[config.mk]
export PLATFORM = sky130hd
export DESIGN_NAME = controlFsm
export DESIGN_NICKNAME = d
export VERILOG_FILES = /design/src/hw/ctrlPkg.sv /design/src/hw/isaPkg.sv /design/src/hw/controlFsm.sv
export VERILOG_INCLUDE_DIRS = /design/src /design/src/include
export SDC_FILE = /design/constraint.sdc
export NUM_CORES = 1
export LEC_CHECK = 0
export BUFFER_PORTS_ARGS = -buffer_cell sky130_fd_sc_hd__buf_2
export CAP_MARGIN = 20
export CORE_ASPECT_RATIO = 1.1
export CORE_UTILIZATION = 32
export DETAILED_ROUTE_END_ITERATION = 10
export GPL_TIMING_DRIVEN = 0
export HOLD_SLACK_MARGIN = 0.02
export MAX_ROUTING_LAYER = met4
export PLACE_DENSITY = 0.85
export SLEW_MARGIN = 20
export SYNTH_ARGS = -nofsm -noshare
export SYNTH_HDL_FRONTEND = slang
export SYNTH_SLANG_ARGS = --single-unit
[constraint.sdc]
create_clock -name clk -period 1.4 [get_ports clk]
set_input_delay 0.21 -clock clk [delete_from_list [all_inputs] [get_ports clk]]
set_output_delay 0.21 -clock clk [all_outputs]
set_load 0.03 [all_outputs]
[src/include/cpu_defs.svh]
`ifndef CPU_DEFS_SVH
`define CPU_DEFS_SVH

// data and address word width
`define XLEN 32

// architectural registers
`define REG_COUNT 32

// memory depth in words, and the word address width to match
`define MEM_WORDS 256
`define MEM_AW 8

`endif
[src/hw/ctrlPkg.sv]
`include "cpu_defs.svh"

package ctrlPkg;

    localparam int REG_AW = $clog2(`REG_COUNT);

    typedef logic [`XLEN-1:0] word_t;

    typedef enum logic [3:0]
    {
        IDLE,
        FETCH,
        FETCH_WAIT,
        DECODE,
        EXECUTE,
        MEM_REQ,
        MEM_WAIT,
        WRITEBACK,
        RETIRE
    } state_e;

    typedef enum logic [2:0]
    {
        ALU_ADD,
        ALU_SUB,
        ALU_AND,
        ALU_OR,
        ALU_SLT
    } aluOp_e;

    typedef struct packed
    {
        logic       pcWrite;
        logic       pcWriteCond;
        logic       branchNotEqual;
        logic       irWrite;
        logic       regWrite;
        logic       regDestRd;   // rd for R-type, rt otherwise
        logic       memToReg;
        logic       aluSrcA;     // 0 pc, 1 reg A
        logic [1:0] aluSrcB;     // 0 reg B, 1 four, 2 imm, 3 imm << 2
        aluOp_e     aluOp;
        logic [1:0] pcSource;    // 0 alu, 1 aluOut, 2 jump
        logic       aluOutLoad;
        logic       retire;
    } ctrlWord_t;

    typedef struct packed
    {
        logic [`MEM_AW-1:0] addr; // word address
        word_t              data;
        logic               write;
    } memReq_t;

    typedef struct packed
    {
        word_t              pc;
        word_t              nextPc;
        logic               regWe;
        logic [REG_AW-1:0]  regAddr;
        word_t              regData;
        logic               memWe;
        logic [`MEM_AW-1:0] memAddr;
    } retire_t;

endpackage

[src/hw/isaPkg.sv]
package isaPkg;

    typedef enum logic [5:0]
    {
        OP_RTYPE = 6'd0,
        OP_J     = 6'd2,
        OP_BEQ   = 6'd4,
        OP_BNE   = 6'd5,
        OP_ADDI  = 6'd8,
        OP_LW    = 6'd35,
        OP_SW    = 6'd43
    } opcode_e;

    typedef enum logic [5:0]
    {
        FN_ADD = 6'd32,
        FN_SUB = 6'd34,
        FN_AND = 6'd36,
        FN_OR  = 6'd37,
        FN_SLT = 6'd42
    } funct_e;

    typedef struct packed
    {
        opcode_e    op;
        logic [4:0] rs;
        logic [4:0] rt;
        logic [4:0] rd;
        logic [4:0] shamt; // no shifts, ignored
        funct_e     funct;
    } rFormat_t;

    typedef struct packed
    {
        opcode_e     op;
        logic [4:0]  rs;
        logic [4:0]  rt;
        logic [15:0] imm;
    } iFormat_t;

    typedef struct packed
    {
        opcode_e     op;
        logic [25:0] target;
    } jFormat_t;

    // one fetched word, viewed in whichever format the opcode implies
    typedef union packed
    {
        rFormat_t    r;
        iFormat_t    i;
        jFormat_t    j;
        logic [31:0] raw;
    } instr_u;

endpackage

[src/hw/controlFsm.sv]
`timescale 1ns/1ps

module controlFsm (
    input  logic               clk,
    input  logic               rstN,
    input  logic               run,
    input  isaPkg::instr_u     instr,
    input  logic               zero,
    input  logic               fetchReady,
    input  logic               fetchRespValid,
    input  logic               dataReady,
    input  logic               dataRespValid,
    output ctrlPkg::ctrlWord_t ctrl,
    output logic               fetchValid,
    output logic               dataValid
);

    ctrlPkg::state_e  state;
    ctrlPkg::state_e  nextState;
    ctrlPkg::aluOp_e  functOp;
    isaPkg::opcode_e  op;

    assign op = instr.r.op;

    assign fetchValid = (state == ctrlPkg::FETCH);
    assign dataValid  = (state == ctrlPkg::MEM_REQ);

    always_ff @(posedge clk or negedge rstN)
    begin
        if (!rstN)
            state <= ctrlPkg::IDLE;
        else
            state <= nextState;
    end

    always_comb
    begin
        case (instr.r.funct)
            isaPkg::FN_SUB: functOp = ctrlPkg::ALU_SUB;
            isaPkg::FN_AND: functOp = ctrlPkg::ALU_AND;
            isaPkg::FN_OR:  functOp = ctrlPkg::ALU_OR;
            isaPkg::FN_SLT: functOp = ctrlPkg::ALU_SLT;
            default:        functOp = ctrlPkg::ALU_ADD;
        endcase
    end

    always_comb
    begin
        nextState = state;
        case (state)
            ctrlPkg::IDLE:
                if (run)
                    nextState = ctrlPkg::FETCH;
            ctrlPkg::FETCH:
                if (fetchReady)
                    nextState = ctrlPkg::FETCH_WAIT;
            ctrlPkg::FETCH_WAIT:
                if (fetchRespValid)
                    nextState = ctrlPkg::DECODE;
            ctrlPkg::DECODE:
            begin
                case (op)
                    isaPkg::OP_RTYPE, isaPkg::OP_ADDI, isaPkg::OP_LW, isaPkg::OP_SW,
                    isaPkg::OP_BEQ, isaPkg::OP_BNE, isaPkg::OP_J:
                        nextState = ctrlPkg::EXECUTE;
                    default:
                        nextState = ctrlPkg::RETIRE; // unknown opcode retires as a nop
                endcase
            end
            ctrlPkg::EXECUTE:
            begin
                case (op)
                    isaPkg::OP_LW, isaPkg::OP_SW:
                        nextState = ctrlPkg::MEM_REQ;
                    isaPkg::OP_BEQ, isaPkg::OP_BNE, isaPkg::OP_J:
                        nextState = ctrlPkg::RETIRE;
                    default:
                        nextState = ctrlPkg::WRITEBACK;
                endcase
            end
            ctrlPkg::MEM_REQ:
                if (dataReady)
                    nextState = ctrlPkg::MEM_WAIT;
            ctrlPkg::MEM_WAIT:
                if (dataRespValid)
                    nextState = ctrlPkg::WRITEBACK; // sw passes through too
            ctrlPkg::WRITEBACK:
                nextState = ctrlPkg::RETIRE;
            default:
                nextState = ctrlPkg::FETCH;
        endcase
    end

    always_comb
    begin
        ctrl = '0;
        ctrl.aluOp = ctrlPkg::ALU_ADD;
        case (state)
            ctrlPkg::FETCH_WAIT:
            begin
                ctrl.irWrite = 1'b1;
                ctrl.pcWrite = fetchRespValid; // pc + 4 with the arriving word
                ctrl.aluSrcB = 2'd1;
            end
            ctrlPkg::DECODE:
            begin
                ctrl.aluSrcB    = 2'd3; // branch target into aluOut
                ctrl.aluOutLoad = 1'b1;
            end
            ctrlPkg::EXECUTE:
            begin
                ctrl.aluSrcA = 1'b1;
                case (op)
                    isaPkg::OP_RTYPE:
                    begin
                        ctrl.aluOp      = functOp;
                        ctrl.aluOutLoad = 1'b1;
                    end
                    isaPkg::OP_ADDI, isaPkg::OP_LW, isaPkg::OP_SW:
                    begin
                        ctrl.aluSrcB    = 2'd2;
                        ctrl.aluOutLoad = 1'b1;
                    end
                    isaPkg::OP_BEQ, isaPkg::OP_BNE:
                    begin
                        ctrl.aluOp          = ctrlPkg::ALU_SUB;
                        ctrl.pcWriteCond    = 1'b1;
                        ctrl.branchNotEqual = (op == isaPkg::OP_BNE);
                        ctrl.pcSource       = 2'd1;
                    end
                    isaPkg::OP_J:
                    begin
                        ctrl.pcWrite  = 1'b1;
                        ctrl.pcSource = 2'd2;
                    end
                    default:
                        ctrl.aluOutLoad = 1'b0;
                endcase
            end
            ctrlPkg::MEM_WAIT:
                ctrl.memToReg = (op == isaPkg::OP_LW); // latch load data
            ctrlPkg::WRITEBACK:
            begin
                ctrl.regWrite  = (op != isaPkg::OP_SW);
                ctrl.regDestRd = (op == isaPkg::OP_RTYPE);
                ctrl.memToReg  = (op == isaPkg::OP_LW);
            end
            ctrlPkg::RETIRE:
                ctrl.retire = 1'b1;
            default:
                ctrl.retire = 1'b0;
        endcase
    end

endmodule

==> run_results.csv <==
group,metric,value,unit
outcome,status,"complete, but fails checks",
outcome,violations,"design-rule violations, negative setup slack",
cells_and_area,reg_top3,"state (4)",
detailed_routing,vias,866,
yosys,synth_edf_count,0,
global_route,grt.overflow.total,0,
cts,h-tree-depth,1,
cells_and_area,largest_reg_flops,4,
timing,fin_crit,1.941,ns
cells_and_area,multiInputGateArea,615.6,sq um
cts,cts_root_buf,"clkbuf_4",
global_route,grt_pass1_vias,759,
cts,path_clk_slew,0.04,ns
cells_and_area,max_flop_register,"state",
timing,finalMaxSlewViolations,0,
worst_setup_path,slowest_stage,"dfrtp_1",
worst_setup_path,max_stage_delay,0.37,ns
global_route,grt_pass1_wl,3381,um
yosys,syn_inst,81,
detailed_routing,first_pass_iters,7,
timing,hold_ws,0.2996,ns
worst_setup_path,worstPathArrival,1.73,ns
placement,port_buffers,37,
cells_and_area,layout.cells.non_filler,152,
cts,clock-sinks,4,
global_route,grt_max_degree,11,
cells_and_area,layout_common_cells,"buf_2, buf_6, nor2_1, buf_4, nor3_1",
placement,placedCellCount,136,
detailed_routing,drt_iter0_drc,13,
timing,relSlewSlack,0.6596,
cells_and_area,drive_gt1_frac,0.6343,
global_route,antenna_found_initial,0,
cts,clock_path_buffers,2,
worst_setup_path,crit_path_cell_trace,"buf_6 -> nor4b_4 -> nand4_2 -> nor4b_4 -> buf_6",
detailed_routing,wl_per_cell,14.70,um
timing,hold_violations,0,
detailed_routing,routed_wirelength,2235,um
timing,tightest_slew,0.5107,ns
placement,place_worst_setup_slack,-0.4206,ns
yosys,async_flop_share,1.000,
timing,max_freq,515.3,MHz
worst_setup_path,end_kind,"output pin",
cells_and_area,fillers,146,
worst_setup_path,cp.required,1.19,ns
detailed_routing,via_per_inst,5.697,
timing,rsz0062_at_grt,"true",
yosys,synth_area,623.1,sq um
worst_hold_path,hold_path_class,"primary input to async pin",
floorplan,dieWidth,44.08,um
power_and_ir_drop,p_per_area,1760,nW/um^2
cts,clock_latency,0.24,ns
placement,hpwl,1426,um
floorplan,io_pins,59,
detailed_routing,drc_errors,3,
worst_setup_path,rrSetupSlack,-0.29,ns
placement,placed_area,913.4,sq um
cells_and_area,diodes,0,
yosys,synth-main-ff-cell,"dfrtp_1",
job,drv_cap,0,
cts,cts_buffers,3,
timing,setup_violations,21,
timing,layout_setup_ws,-0.5406,ns
floorplan,rows,16,
detailed_routing,drtAntennaViolNets,0,
floorplan,dieHeight,48.28,um
cells_and_area,syn_to_final_growth,94.58,%
yosys,ys_seq_area_frac,0.1606,
yosys,synth_cell_types,40,
floorplan,design.die.area,2128,sq um
timing,clock_skew,0.0006937,ns
floorplan,initial_core_util,0.3458,
cells_and_area,post-route-util,0.6729,
yosys,synth_fp_nets,121,
cts,cts_tree,"yes",
global_route,grt_use_total,0.2303,
worst_setup_path,critPathKind,"flop to output pin",
cells_and_area,fin_nets,175,
yosys,avgSynthCellArea,7.693,sq um
placement,gp_congestion,0.8522,
power_and_ir_drop,ir_drop,1624,uV
floorplan,core_area,1802,sq um
cells_and_area,design_area,1212,sq um
yosys,ys_ff_latch,4,
worst_setup_path,crit_path_max_fanout,3,
worst_setup_path,crit_path_start_kind,"flop",
power_and_ir_drop,p_leak,0.5623,nW
cells_and_area,regArea,102.6,sq um
yosys,synth_warnings,0,
timing,fin_crit_sh,1.386,
cells_and_area,final_common_cell,"buf_2",
==> cell usage after synthesis, types with 2 or more instances <==
cell / number / share of area
nand2_1: 5 / 0.030
and3_1: 2 / 0.020
o21ai_0: 4 / 0.032
buf_6: 2 / 0.036
nor2b_1: 2 / 0.020
nor4b_1: 3 / 0.042
buf_4: 2 / 0.024
dfrtp_1: 4 / 0.16
nor3_1: 9 / 0.072
or3_1: 2 / 0.020
nand2b_1: 2 / 0.020
nor2_1: 11 / 0.066
a211oi_1: 2 / 0.024
a21o_1: 3 / 0.036
nor3b_1: 2 / 0.024
a31oi_1: 2 / 0.020
==> logic make-up (layout without fill, tap and decap cells) <==
| group | after synthesis | in the layout | share of synthesized area |
|---|---|---|---|
| multiplexers | 3 | 3 | 0.05823 |
| flip-flops | 4 | 4 | 0.1606 |
| AO/OA/AOI/OAI | 18 | 18 | 0.2108 |
| buffers and inverters | 7 | 60 | 0.07829 |
| AND/OR/NAND/NOR | 49 | 49 | 0.4920 |
==> what timing repair did <==
action / CTS / global route
hold buffers: 1 / 0
gates cloned: 0 / 0
gates resized for setup: 37 / 13
pin swaps: 13 / 10
endpoints found under the hold margin: 4 / 0
endpoints found under the setup margin: 20 / 23
setup buffers: 8 / 4
==> final timing paths <==
| check | start | end | cells after the start |
|---|---|---|---|
| min reg2reg | state[2] | state[2] | 3 |
| max in group asynchronous | rstN | state[1] | 2 |
| max reg2reg | state[0] | state[1] | 6 |
| min in group clk | dataRespValid | state[0] | 5 |
| max | state[3] | ctrl[5] | 5 |
| min | rstN | state[0] | 2 |
==> routing by layer <==
metal  GRT usage  routed length, um  up-vias  share of wire
li1            -                  -      409              -
met1      0.2292                827      410           0.37
met2      0.4441               1224       43           0.55
met3     0.05556                145        4          0.065
met4     0.07879                 38        0          0.017
met5           -                  0        -              0
==> critical path, delay by kind of cell (launching register included) <==
kind / cells / cell delay, ns
buffers and inverters: 2 / 0.30
flip-flops: 1 / 0.37
AND/OR/NAND/NOR: 3 / 0.82
==> metrics by stage <==
step / power, W / setup TNS (ns)
CTS: 0.001922 / -6.923
finish: 0.002134 / -7.331
global route: 0.002251 / -8.477
global placement: 0.001327 / -2.922
detailed placement: 0.001365 / -3.317
floorplan: 0.001106 / -4.469
==> where the power goes <==
| part | internal [W] | switching [W] | leakage [nW] | total (W) |
|---|---|---|---|---|
| logic | 0.000801 | 0.000899 | 0.498 | 0.00170 |
| registers | 0.000176 | 0.0000920 | 0.0494 | 0.000268 |
| clock network | 0.000108 | 0.0000579 | 0.0150 | 0.000166 |
==> layout make-up <==
type / instances / share of cell area
Clock buffer: 4 / 0.02167
Sequential cell: 4 / 0.08462
Timing Repair Buffer: 50 / 0.3199
Inverter: 2 / 0.01032
Multi-Input combinational cell: 70 / 0.5077
Tap cell: 18 / 0.01858
Buffer: 4 / 0.03715
No activity file was read; power rests on OpenSTA's default activity.
