## config.mk

```make
export PLATFORM = sky130hd
export DESIGN_NAME = memArbiter
export DESIGN_NICKNAME = d
export VERILOG_FILES = /design/src/hw/ctrlPkg.sv /design/src/hw/memArbiter.sv
export VERILOG_INCLUDE_DIRS = /design/src /design/src/include
export SDC_FILE = /design/constraint.sdc
export NUM_CORES = 1
export LEC_CHECK = 0
export BUFFER_PORTS_ARGS = -buffer_cell sky130_fd_sc_hd__buf_2
export CAP_MARGIN = 20
export CELL_PAD_IN_SITES_DETAIL_PLACEMENT = 0
export CELL_PAD_IN_SITES_GLOBAL_PLACEMENT = 2
export CORE_MARGIN = 10
export CORE_UTILIZATION = 15
export DETAILED_ROUTE_END_ITERATION = 8
export PLACE_DENSITY = 0.88
export RECOVER_POWER = 25
export SYNTH_ARGS = -nofsm -noshare
export SYNTH_HDL_FRONTEND = slang
export SYNTH_SLANG_ARGS = --single-unit
```

## constraint.sdc

```tcl
create_clock -name clk -period 4.1 [get_ports clk]
set_input_delay 0.41 -clock clk [delete_from_list [all_inputs] [get_ports clk]]
set_output_delay 0.41 -clock clk [all_outputs]
set_load 0.03 [all_outputs]
```

## src/include/cpu_defs.svh

```systemverilog
`ifndef CPU_DEFS_SVH
`define CPU_DEFS_SVH

// data and address word width
`define XLEN 32

// architectural registers
`define REG_COUNT 32

// memory depth in words, and the word address width to match
`define MEM_WORDS 256
`define MEM_AW 8

`endif
```

## src/hw/ctrlPkg.sv

```systemverilog
`include "cpu_defs.svh"

package ctrlPkg;

    localparam int REG_AW = $clog2(`REG_COUNT);

    typedef logic [`XLEN-1:0] word_t;

    typedef enum logic [3:0]
    {
        IDLE,
        FETCH,
        FETCH_WAIT,
        DECODE,
        EXECUTE,
        MEM_REQ,
        MEM_WAIT,
        WRITEBACK,
        RETIRE
    } state_e;

    typedef enum logic [2:0]
    {
        ALU_ADD,
        ALU_SUB,
        ALU_AND,
        ALU_OR,
        ALU_SLT
    } aluOp_e;

    typedef struct packed
    {
        logic       pcWrite;
        logic       pcWriteCond;
        logic       branchNotEqual;
        logic       irWrite;
        logic       regWrite;
        logic       regDestRd;   // rd for R-type, rt otherwise
        logic       memToReg;
        logic       aluSrcA;     // 0 pc, 1 reg A
        logic [1:0] aluSrcB;     // 0 reg B, 1 four, 2 imm, 3 imm << 2
        aluOp_e     aluOp;
        logic [1:0] pcSource;    // 0 alu, 1 aluOut, 2 jump
        logic       aluOutLoad;
        logic       retire;
    } ctrlWord_t;

    typedef struct packed
    {
        logic [`MEM_AW-1:0] addr; // word address
        word_t              data;
        logic               write;
    } memReq_t;

    typedef struct packed
    {
        word_t              pc;
        word_t              nextPc;
        logic               regWe;
        logic [REG_AW-1:0]  regAddr;
        word_t              regData;
        logic               memWe;
        logic [`MEM_AW-1:0] memAddr;
    } retire_t;

endpackage

```

## src/hw/memArbiter.sv

```systemverilog
`timescale 1ns/1ps

module memArbiter (
    input  logic             clk,
    input  logic             rstN,
    input  logic             loadValid,
    input  logic             fetchValid,
    input  logic             dataValid,
    input  ctrlPkg::memReq_t loadReq,
    input  ctrlPkg::memReq_t fetchReq,
    input  ctrlPkg::memReq_t dataReq,
    input  logic             memRespValid,
    input  ctrlPkg::word_t   memRdata,
    output logic             loadReady,
    output logic             fetchReady,
    output logic             dataReady,
    output logic             memValid,
    output ctrlPkg::memReq_t memReq,
    output logic             fetchRespValid,
    output logic             dataRespValid,
    output ctrlPkg::word_t   fetchRdata,
    output ctrlPkg::word_t   dataRdata
);

    logic armed; // keeps every port stalled straight out of reset
    logic busy;
    logic ownFetch;
    logic ownData;
    logic loadGrant;
    logic dataGrant;
    logic fetchGrant;

    // loader over data over fetch
    assign loadReady  = armed && !busy;
    assign dataReady  = loadReady && !loadValid;
    assign fetchReady = dataReady && !dataValid;

    assign loadGrant  = loadValid && loadReady;
    assign dataGrant  = dataValid && dataReady;
    assign fetchGrant = fetchValid && fetchReady;
    assign memValid   = loadGrant || dataGrant || fetchGrant;

    always_comb
    begin
        if (loadGrant)
            memReq = loadReq;
        else if (dataGrant)
            memReq = dataReq;
        else
            memReq = fetchReq;
    end

    always_ff @(posedge clk or negedge rstN)
    begin
        if (!rstN)
        begin
            armed    <= 1'b0;
            busy     <= 1'b0;
            ownFetch <= 1'b0;
            ownData  <= 1'b0;
        end
        else
        begin
            armed <= 1'b1;
            if (memValid)
            begin
                busy     <= 1'b1;
                ownFetch <= fetchGrant;
                ownData  <= dataGrant;
            end
            else if (memRespValid)
                busy <= 1'b0;
        end
    end

    // loader responses go nowhere
    assign fetchRespValid = memRespValid && ownFetch;
    assign dataRespValid  = memRespValid && ownData;
    assign fetchRdata     = memRdata;
    assign dataRdata      = memRdata;

endmodule

```

==> impl_metrics.yaml, run 1 <==
route:
  wl_per_cell_microns: 16.19
  wirelength_microns: 8923
  ant_nets: 0
  drc: 0
  drtIter0Drc: 57
  drt_pass1_iterations: 4
  vias: 2507
  viasPerCell: 4.550
worst_setup_path:
  cp-endpoint: "memReq[17]"
  worstReg2RegEnd: "ownData"
  rr_worst_depth: 4
  required_ns: 3.69
  path_class: "reg2out"
  worst_setup_path_start_kind: "register"
  setup.worst_path.end_class: "output pin"
  cp_max_fo: 49
  cp.arrival_ns: 2.17
  r2r_slack_ns: 2.78
  worstReg2RegStart: "busy"
  critPathLaunch: "busy"
sta:
  drv_slew: 0
  hold_viol_final: 0
  relSlewSlack_pct: 61.63
  finalSetupTns_ns: 0
  layout_min_cycle_time_ns: 2.580
  rsz0062_at_grt: "false"
  clock_skew_ns: 0.001807
  setup_ws_ns: 1.520
  max_freq_mhz: 387.6
  tightestPinTransition_ns: 0.5755
  period_share_pct: 62.93
  setup_violations: 0
status:
  outcome: "completed"
die:
  initial_utilization_pct: 15.15
  die_w_microns: 138.0
  ios: 272
  rows: 43
  die-area_sq_um: 19030
  core-area_sq_um: 13770
  die_h_microns: 138.0
synthesis:
  synth_top_area_share_pct: 23.02
  seq_area_frac_synth_pct: 4.796
  synth.area.top_cells: "buf_4 23%, a221o_1 19%, nand4b_1 17%"
  synth_nets: 446
  yosysWarnings: 0
  synth_top_cell_by_area: "buf_4"
  syn_avg_cell_area_sq_um: 7.323
  syn-instance-count: 285
  synth_seq_cells: 4
  syn_area_sq_um: 2087
  yosysUniqueCellTypes: 23
layout:
  syn_to_final_growth_pct: 27.40
  antenna_cells: 0
  drive_gt1_share_pct: 49.60
  final_nets: 534
clock_tree:
  clk-insertion-delay-late_ns: 0.22
  root_buffer: "clkbuf_16"
  cts_sinks: 4
  postCtsHoldBufs: 1
  htree_levels: 1
  clk_pin_slew_ns: 0.03
  cts_buffers: 3
  postCtsSetupBuffers: 0
  cts_resized: 0
  cts_tree: "done"
  cts_buffer_depth: 2
grt:
  antenna_found_initial: 0
  grt_max_degree: 86
  grt_pass1_vias: 2627
  gr-total-overflow: 0
  grt_pass1_wl_microns: 12890
  grtUsageTotal_pct: 8.064
flow_run:
  drv_cap: 0
placement:
  pre_cts_slack_ns: 1.573
  port_buffers: 175
  dp_hpwl_microns: 6858
  gp_congestion: 0.8536
hold_path:
  hp-class: "in2reg"
  min_from: "memRespValid"
power:
  total_power_mw: 0.6473
  seqPwrFrac_pct: 8.0
  power.leakage_nw: 1.191
  p_clk_share_pct: 23.3
  peakVddDrop_uv: 213.0
  switchingPower_mw: 0.3002
  combPwrFrac_pct: 68.7
  p_per_area_nw_per_um2: 243.4
  p_int_mw: 0.3471
  netSwitchingFraction_pct: 46.37
-- stage by stage --
stage	hold WS, ns	cell area (sq um)	std cells	utilization [%]
2_1_floorplan	0.1144	2087	285	-
3_3_place_gp	0.2173	2555	546	18.55
3_5_place_dp	0.2223	2555	546	18.55
4_1_cts	0.4113	2640	550	19.17
5_1_grt	0.4159	2659	551	19.30
6_report	0.4112	2659	551	19.30
-- how the worst min path moves through the flow --
stage / cells past startpoint / endpoint
2_1_floorplan: 0 / armed
3_3_place_gp: 1 / ownFetch
3_5_place_dp: 1 / ownFetch
4_1_cts: 2 / busy
5_1_grt: 2 / busy
6_report: 2 / busy
-- registers in the layout, summed over array words and instances, names as in the netlist --
signal and flops:
ownData 1, ownFetch 1, busy 1, armed 1
-- cell type report --
| cell class | count | area, sq um |
|---|---|---|
| multi-input cells | 182 | 1324 |
| fillers | 1578 | 11110 |
| flip-flops and latches | 4 | 100.1 |
| repair buffers | 180 | 927.1 |
| inverters | 2 | 7.507 |
| clock buffers | 3 | 75.07 |
| well taps | 180 | 225.2 |
-- layout by cell type, fill, tap and decap left out, drive strengths merged --
master       Yosys  layout
a21oi           43      43
conb             1       1
clkbuf          14       4
dfrtp            4       4
nor3             2       2
o21ai            3       3
o22ai            1       1
nor2             5       5
nand4b          40      40
and3b            1       1
and2             3       3
nand2            1       1
inv              2       2
buf             83     178
nor2b            1       1
nand2b          41      41
a221o           40      40
dlygate4sd3      0       1
-- power groups by stage --
stage	Clock, mW	Combinational, mW	Sequential [mW]
floorplan	0	0.418	0.0506
global placement	0	0.443	0.0511
detailed placement	0	0.447	0.0518
CTS	0.154	0.449	0.0514
global route	0.156	0.478	0.0522
finish	0.151	0.445	0.0515
-- critical path, cell delays in order (launching register included) --
cell	delay, ns
dfrtp_1	0.37
nand2b_4	0.41
inv_2	0.19
and2_4	0.48
a221o_1	0.26
buf_2	0.21
-- routing by layer --
metal  vias to the layer above  track usage [%]  share of wire [%]
li1                       1184                -                  -
met1                      1162            8.643                 38
met2                       131            14.65                 48
met3                        30            1.993                 11
met4                         0            3.476                3.0
met5                         -                0                  0
-- cells in the mapped netlist, drive strengths merged --
| cell | number |
|---|---|
| and2 | 3 |
| buf | 83 |
| nand4b | 40 |
| dfrtp | 4 |
| o22ai | 1 |
| nor2 | 5 |
| conb | 1 |
| nand2b | 41 |
| a221o | 40 |
| nand2 | 1 |
| o21ai | 3 |
| nor2b | 1 |
| and3b | 1 |
| a21oi | 43 |
| inv | 2 |
| clkbuf | 14 |
| nor3 | 2 |
-- cell families (layout without fill, tap and decap cells) --
family / Yosys count / after routing / synth area share, %
compound gates: 87 / 87 / 30.52
buf+inv: 99 / 185 / 31.77
flops: 4 / 4 / 4.796
other cells: 1 / 1 / 0.1797
simple gates: 94 / 94 / 32.73
(Power assumes the default switching activity.)
==> run 2, diff against run 1 <==
Settings changed: ABC_AREA from default to 1, CORE_UTILIZATION 15 to 11, PLACE_DENSITY 0.88 to 0.78.
Clock period 4.1 ns to 2.1 ns, I/O delays scaled along.
==> impl_metrics.yaml, run 2 <==
layout:
  final_common_cell: "buf_2"
  final_nets: 669
  layout_common_cells: "175 x buf_2, 130 x nand2_1, 88 x inv_1"
  syn_to_final_growth_pct: 35.46
  fin_cells: 742
  drive_gt1_share_pct: 38.34
power:
  power.leakage_nw: 1.885
  p_per_area_nw_per_um2: 424.4
  peakVddDrop_uv: 430.2
clock_tree:
  cts_sinks: 4
  htree_levels: 1
  cts_tree: "done"
  root_buffer: "clkbuf_16"
  cts_buffer_depth: 2
  cts_buffers: 3
  clk-insertion-delay-late_ns: 0.22
  cts_resized: 0
  clk_pin_slew_ns: 0.03
synthesis:
  yosysUniqueCellTypes: 17
  synth_compound_area_share_pct: 0.6020
  yosys.area_share.simple_pct: 47.74
  synth.most_common_cell: "nand2_1"
  synth_mux_area_share_pct: 0
  synth_edf_count: 0
  synth_top_family_by_area: "simple AND/OR/NAND/NOR gates"
  synth_top_cell_by_area: "buf_4"
  async_flop_share_pct: 100.0
  synthTopCellsByCount: "131 x nand2_1, 89 x inv_1, 66 x buf_4"
  synth_top_area_share_pct: 23.84
  seq_area_frac_synth_pct: 4.816
  syn-instance-count: 405
  synth_nets: 566
  syn_area_sq_um: 2078
  synth_top_flop_cell: "dfrtp_1"
  synthAdderAreaFrac_pct: 0
  synth_xor_area_share_pct: 0
  synth_seq_cells: 4
  synth.area.top_cells: "buf_4 24%, nand2_1 24%, inv_1 16%"
  syn_avg_cell_area_sq_um: 5.131
  yosysWarnings: 0
die:
  rows: 50
  ios: 272
  core-area_sq_um: 18640
  die-area_sq_um: 24790
  die_h_microns: 157.5
  die_w_microns: 157.5
  initial_utilization_pct: 11.15
status:
  outcome: "completed"
route:
  ant_nets: 0
  vias: 2632
  viasPerCell: 3.547
  drc: 0
  wirelength_microns: 10360
  wl_per_cell_microns: 13.96
  drtIter0Drc: 111
  drt_pass1_iterations: 4
hold_path:
  min_from: "memRespValid"
  hp-class: "in2reg"
sta:
  setup_violations: 0
  hold_viol_final: 0
  rsz0062_at_grt: "false"
  clock_skew_ns: 0.001344
  drv_slew: 0
  max_freq_mhz: 550.3
  finalSetupTns_ns: 0
  period_share_pct: 86.53
  layout_min_cycle_time_ns: 1.817
  hold_ws_ns: 0.2164
placement:
  port_buffers: 175
  dp_hpwl_microns: 8370
  place_inst: 736
  gp_congestion: 0.7194
worst_setup_path:
  cpMostUsedCell: "nand2_1"
  slowest_stage: "dfrtp_1"
  worst_setup_path_start_kind: "register"
  cp_max_fo: 22
  worstReg2RegStart: "busy"
  setup.worst_path.end_class: "output pin"
  crit_chain: "nor2_4 > nand2_2 > clkinv_1 > buf_4 > nand2_1 > nand2_1 > buf_2"
  cp.arrival_ns: 1.61
  path_class: "reg2out"
  critPathLaunch: "busy"
  cpPeakStageDelay_ns: 0.39
  required_ns: 1.89
grt:
  grt_max_degree: 36
  grt_pass1_wl_microns: 14980
  grt_pass1_vias: 2690
  gr-total-overflow: 0
  grtUsageTotal_pct: 7.655
  antenna_found_initial: 3
flow_run:
  drv_cap: 0
## run 2: cell types whose count changed after synthesis, sizes merged, moves of 6 or more
cell / change
nand2: +130
inv: +88
a21oi: -43
nand3: +43
nand4: +42
nand2b: -41
a221o: -40
nand4b: -40
clkbuf: -13
buf: +6
## run 2: timing repair
action                    in CTS  in global routing
buffers inserted               0                  0
hold buffers                   1                  0
hold endpoints to repair       4                  0
## run 2: final timing paths
check / to / slack [ns] / cells after the start
max: memReq[16] / 0.28 / 7
min: busy / 0.22 / 2
max reg2reg: ownData / 0.74 / 5
min reg2reg: ownFetch / 0.50 / 2
max in group asynchronous: busy / 1.65 / 2
min in group asynchronous: armed / 0.33 / 2
## run 2: logic make-up after synthesis
family,count (synthesis)
buf+inv,180
compound gates,2
simple gates,218
flops,4
other cells,1
## run 2: area by class of cell
| type | instances | area, sq um |
|---|---|---|
| diodes | 2 | 5.005 |
| clock buffers | 3 | 75.07 |
| fillers | 2238 | 15830 |
| inverters | 90 | 337.8 |
| multi-input cells | 221 | 1016 |
| flip-flops and latches | 4 | 100.1 |
| well taps | 234 | 292.8 |
| repair buffers | 188 | 988.4 |
## run 2: power breakdown
part	internal, mW	switching, mW	total (mW)
registers	0.0885	0.00727	0.0958
clock network	0.244	0.0559	0.299
logic	0.269	0.530	0.799
## run 2: stage by stage
stage	cell area (sq um)	utilization (%)	total power, mW	setup slack, ns
finish	2815	15.10	1.195	0.2829
global route	2810	15.07	1.299	0.1514
CTS	2810	15.07	1.219	0.2377
detailed placement	2725	14.62	0.9099	0.4678
global placement	2725	14.62	0.9135	0.4995
floorplan	2078	-	0.8216	0.5529
## run 2: per-layer routing
layer  vias to the layer above  part of all wire, %  global-route usage (%)
li1                       1370                    -                       -
met1                      1118                   38                   8.103
met2                       108                   50                   13.87
met3                        34                  8.7                   2.647
met4                         2                  2.7                   2.449
met5                         -                 0.13                       0
## run 2: worst max-delay path, delay by kind of cell (launching register included)
kind | cells | cell delay, ns
DFF | 1 | 0.39
buffers and inverters | 3 | 0.52
and+or+nand+nor | 4 | 0.47
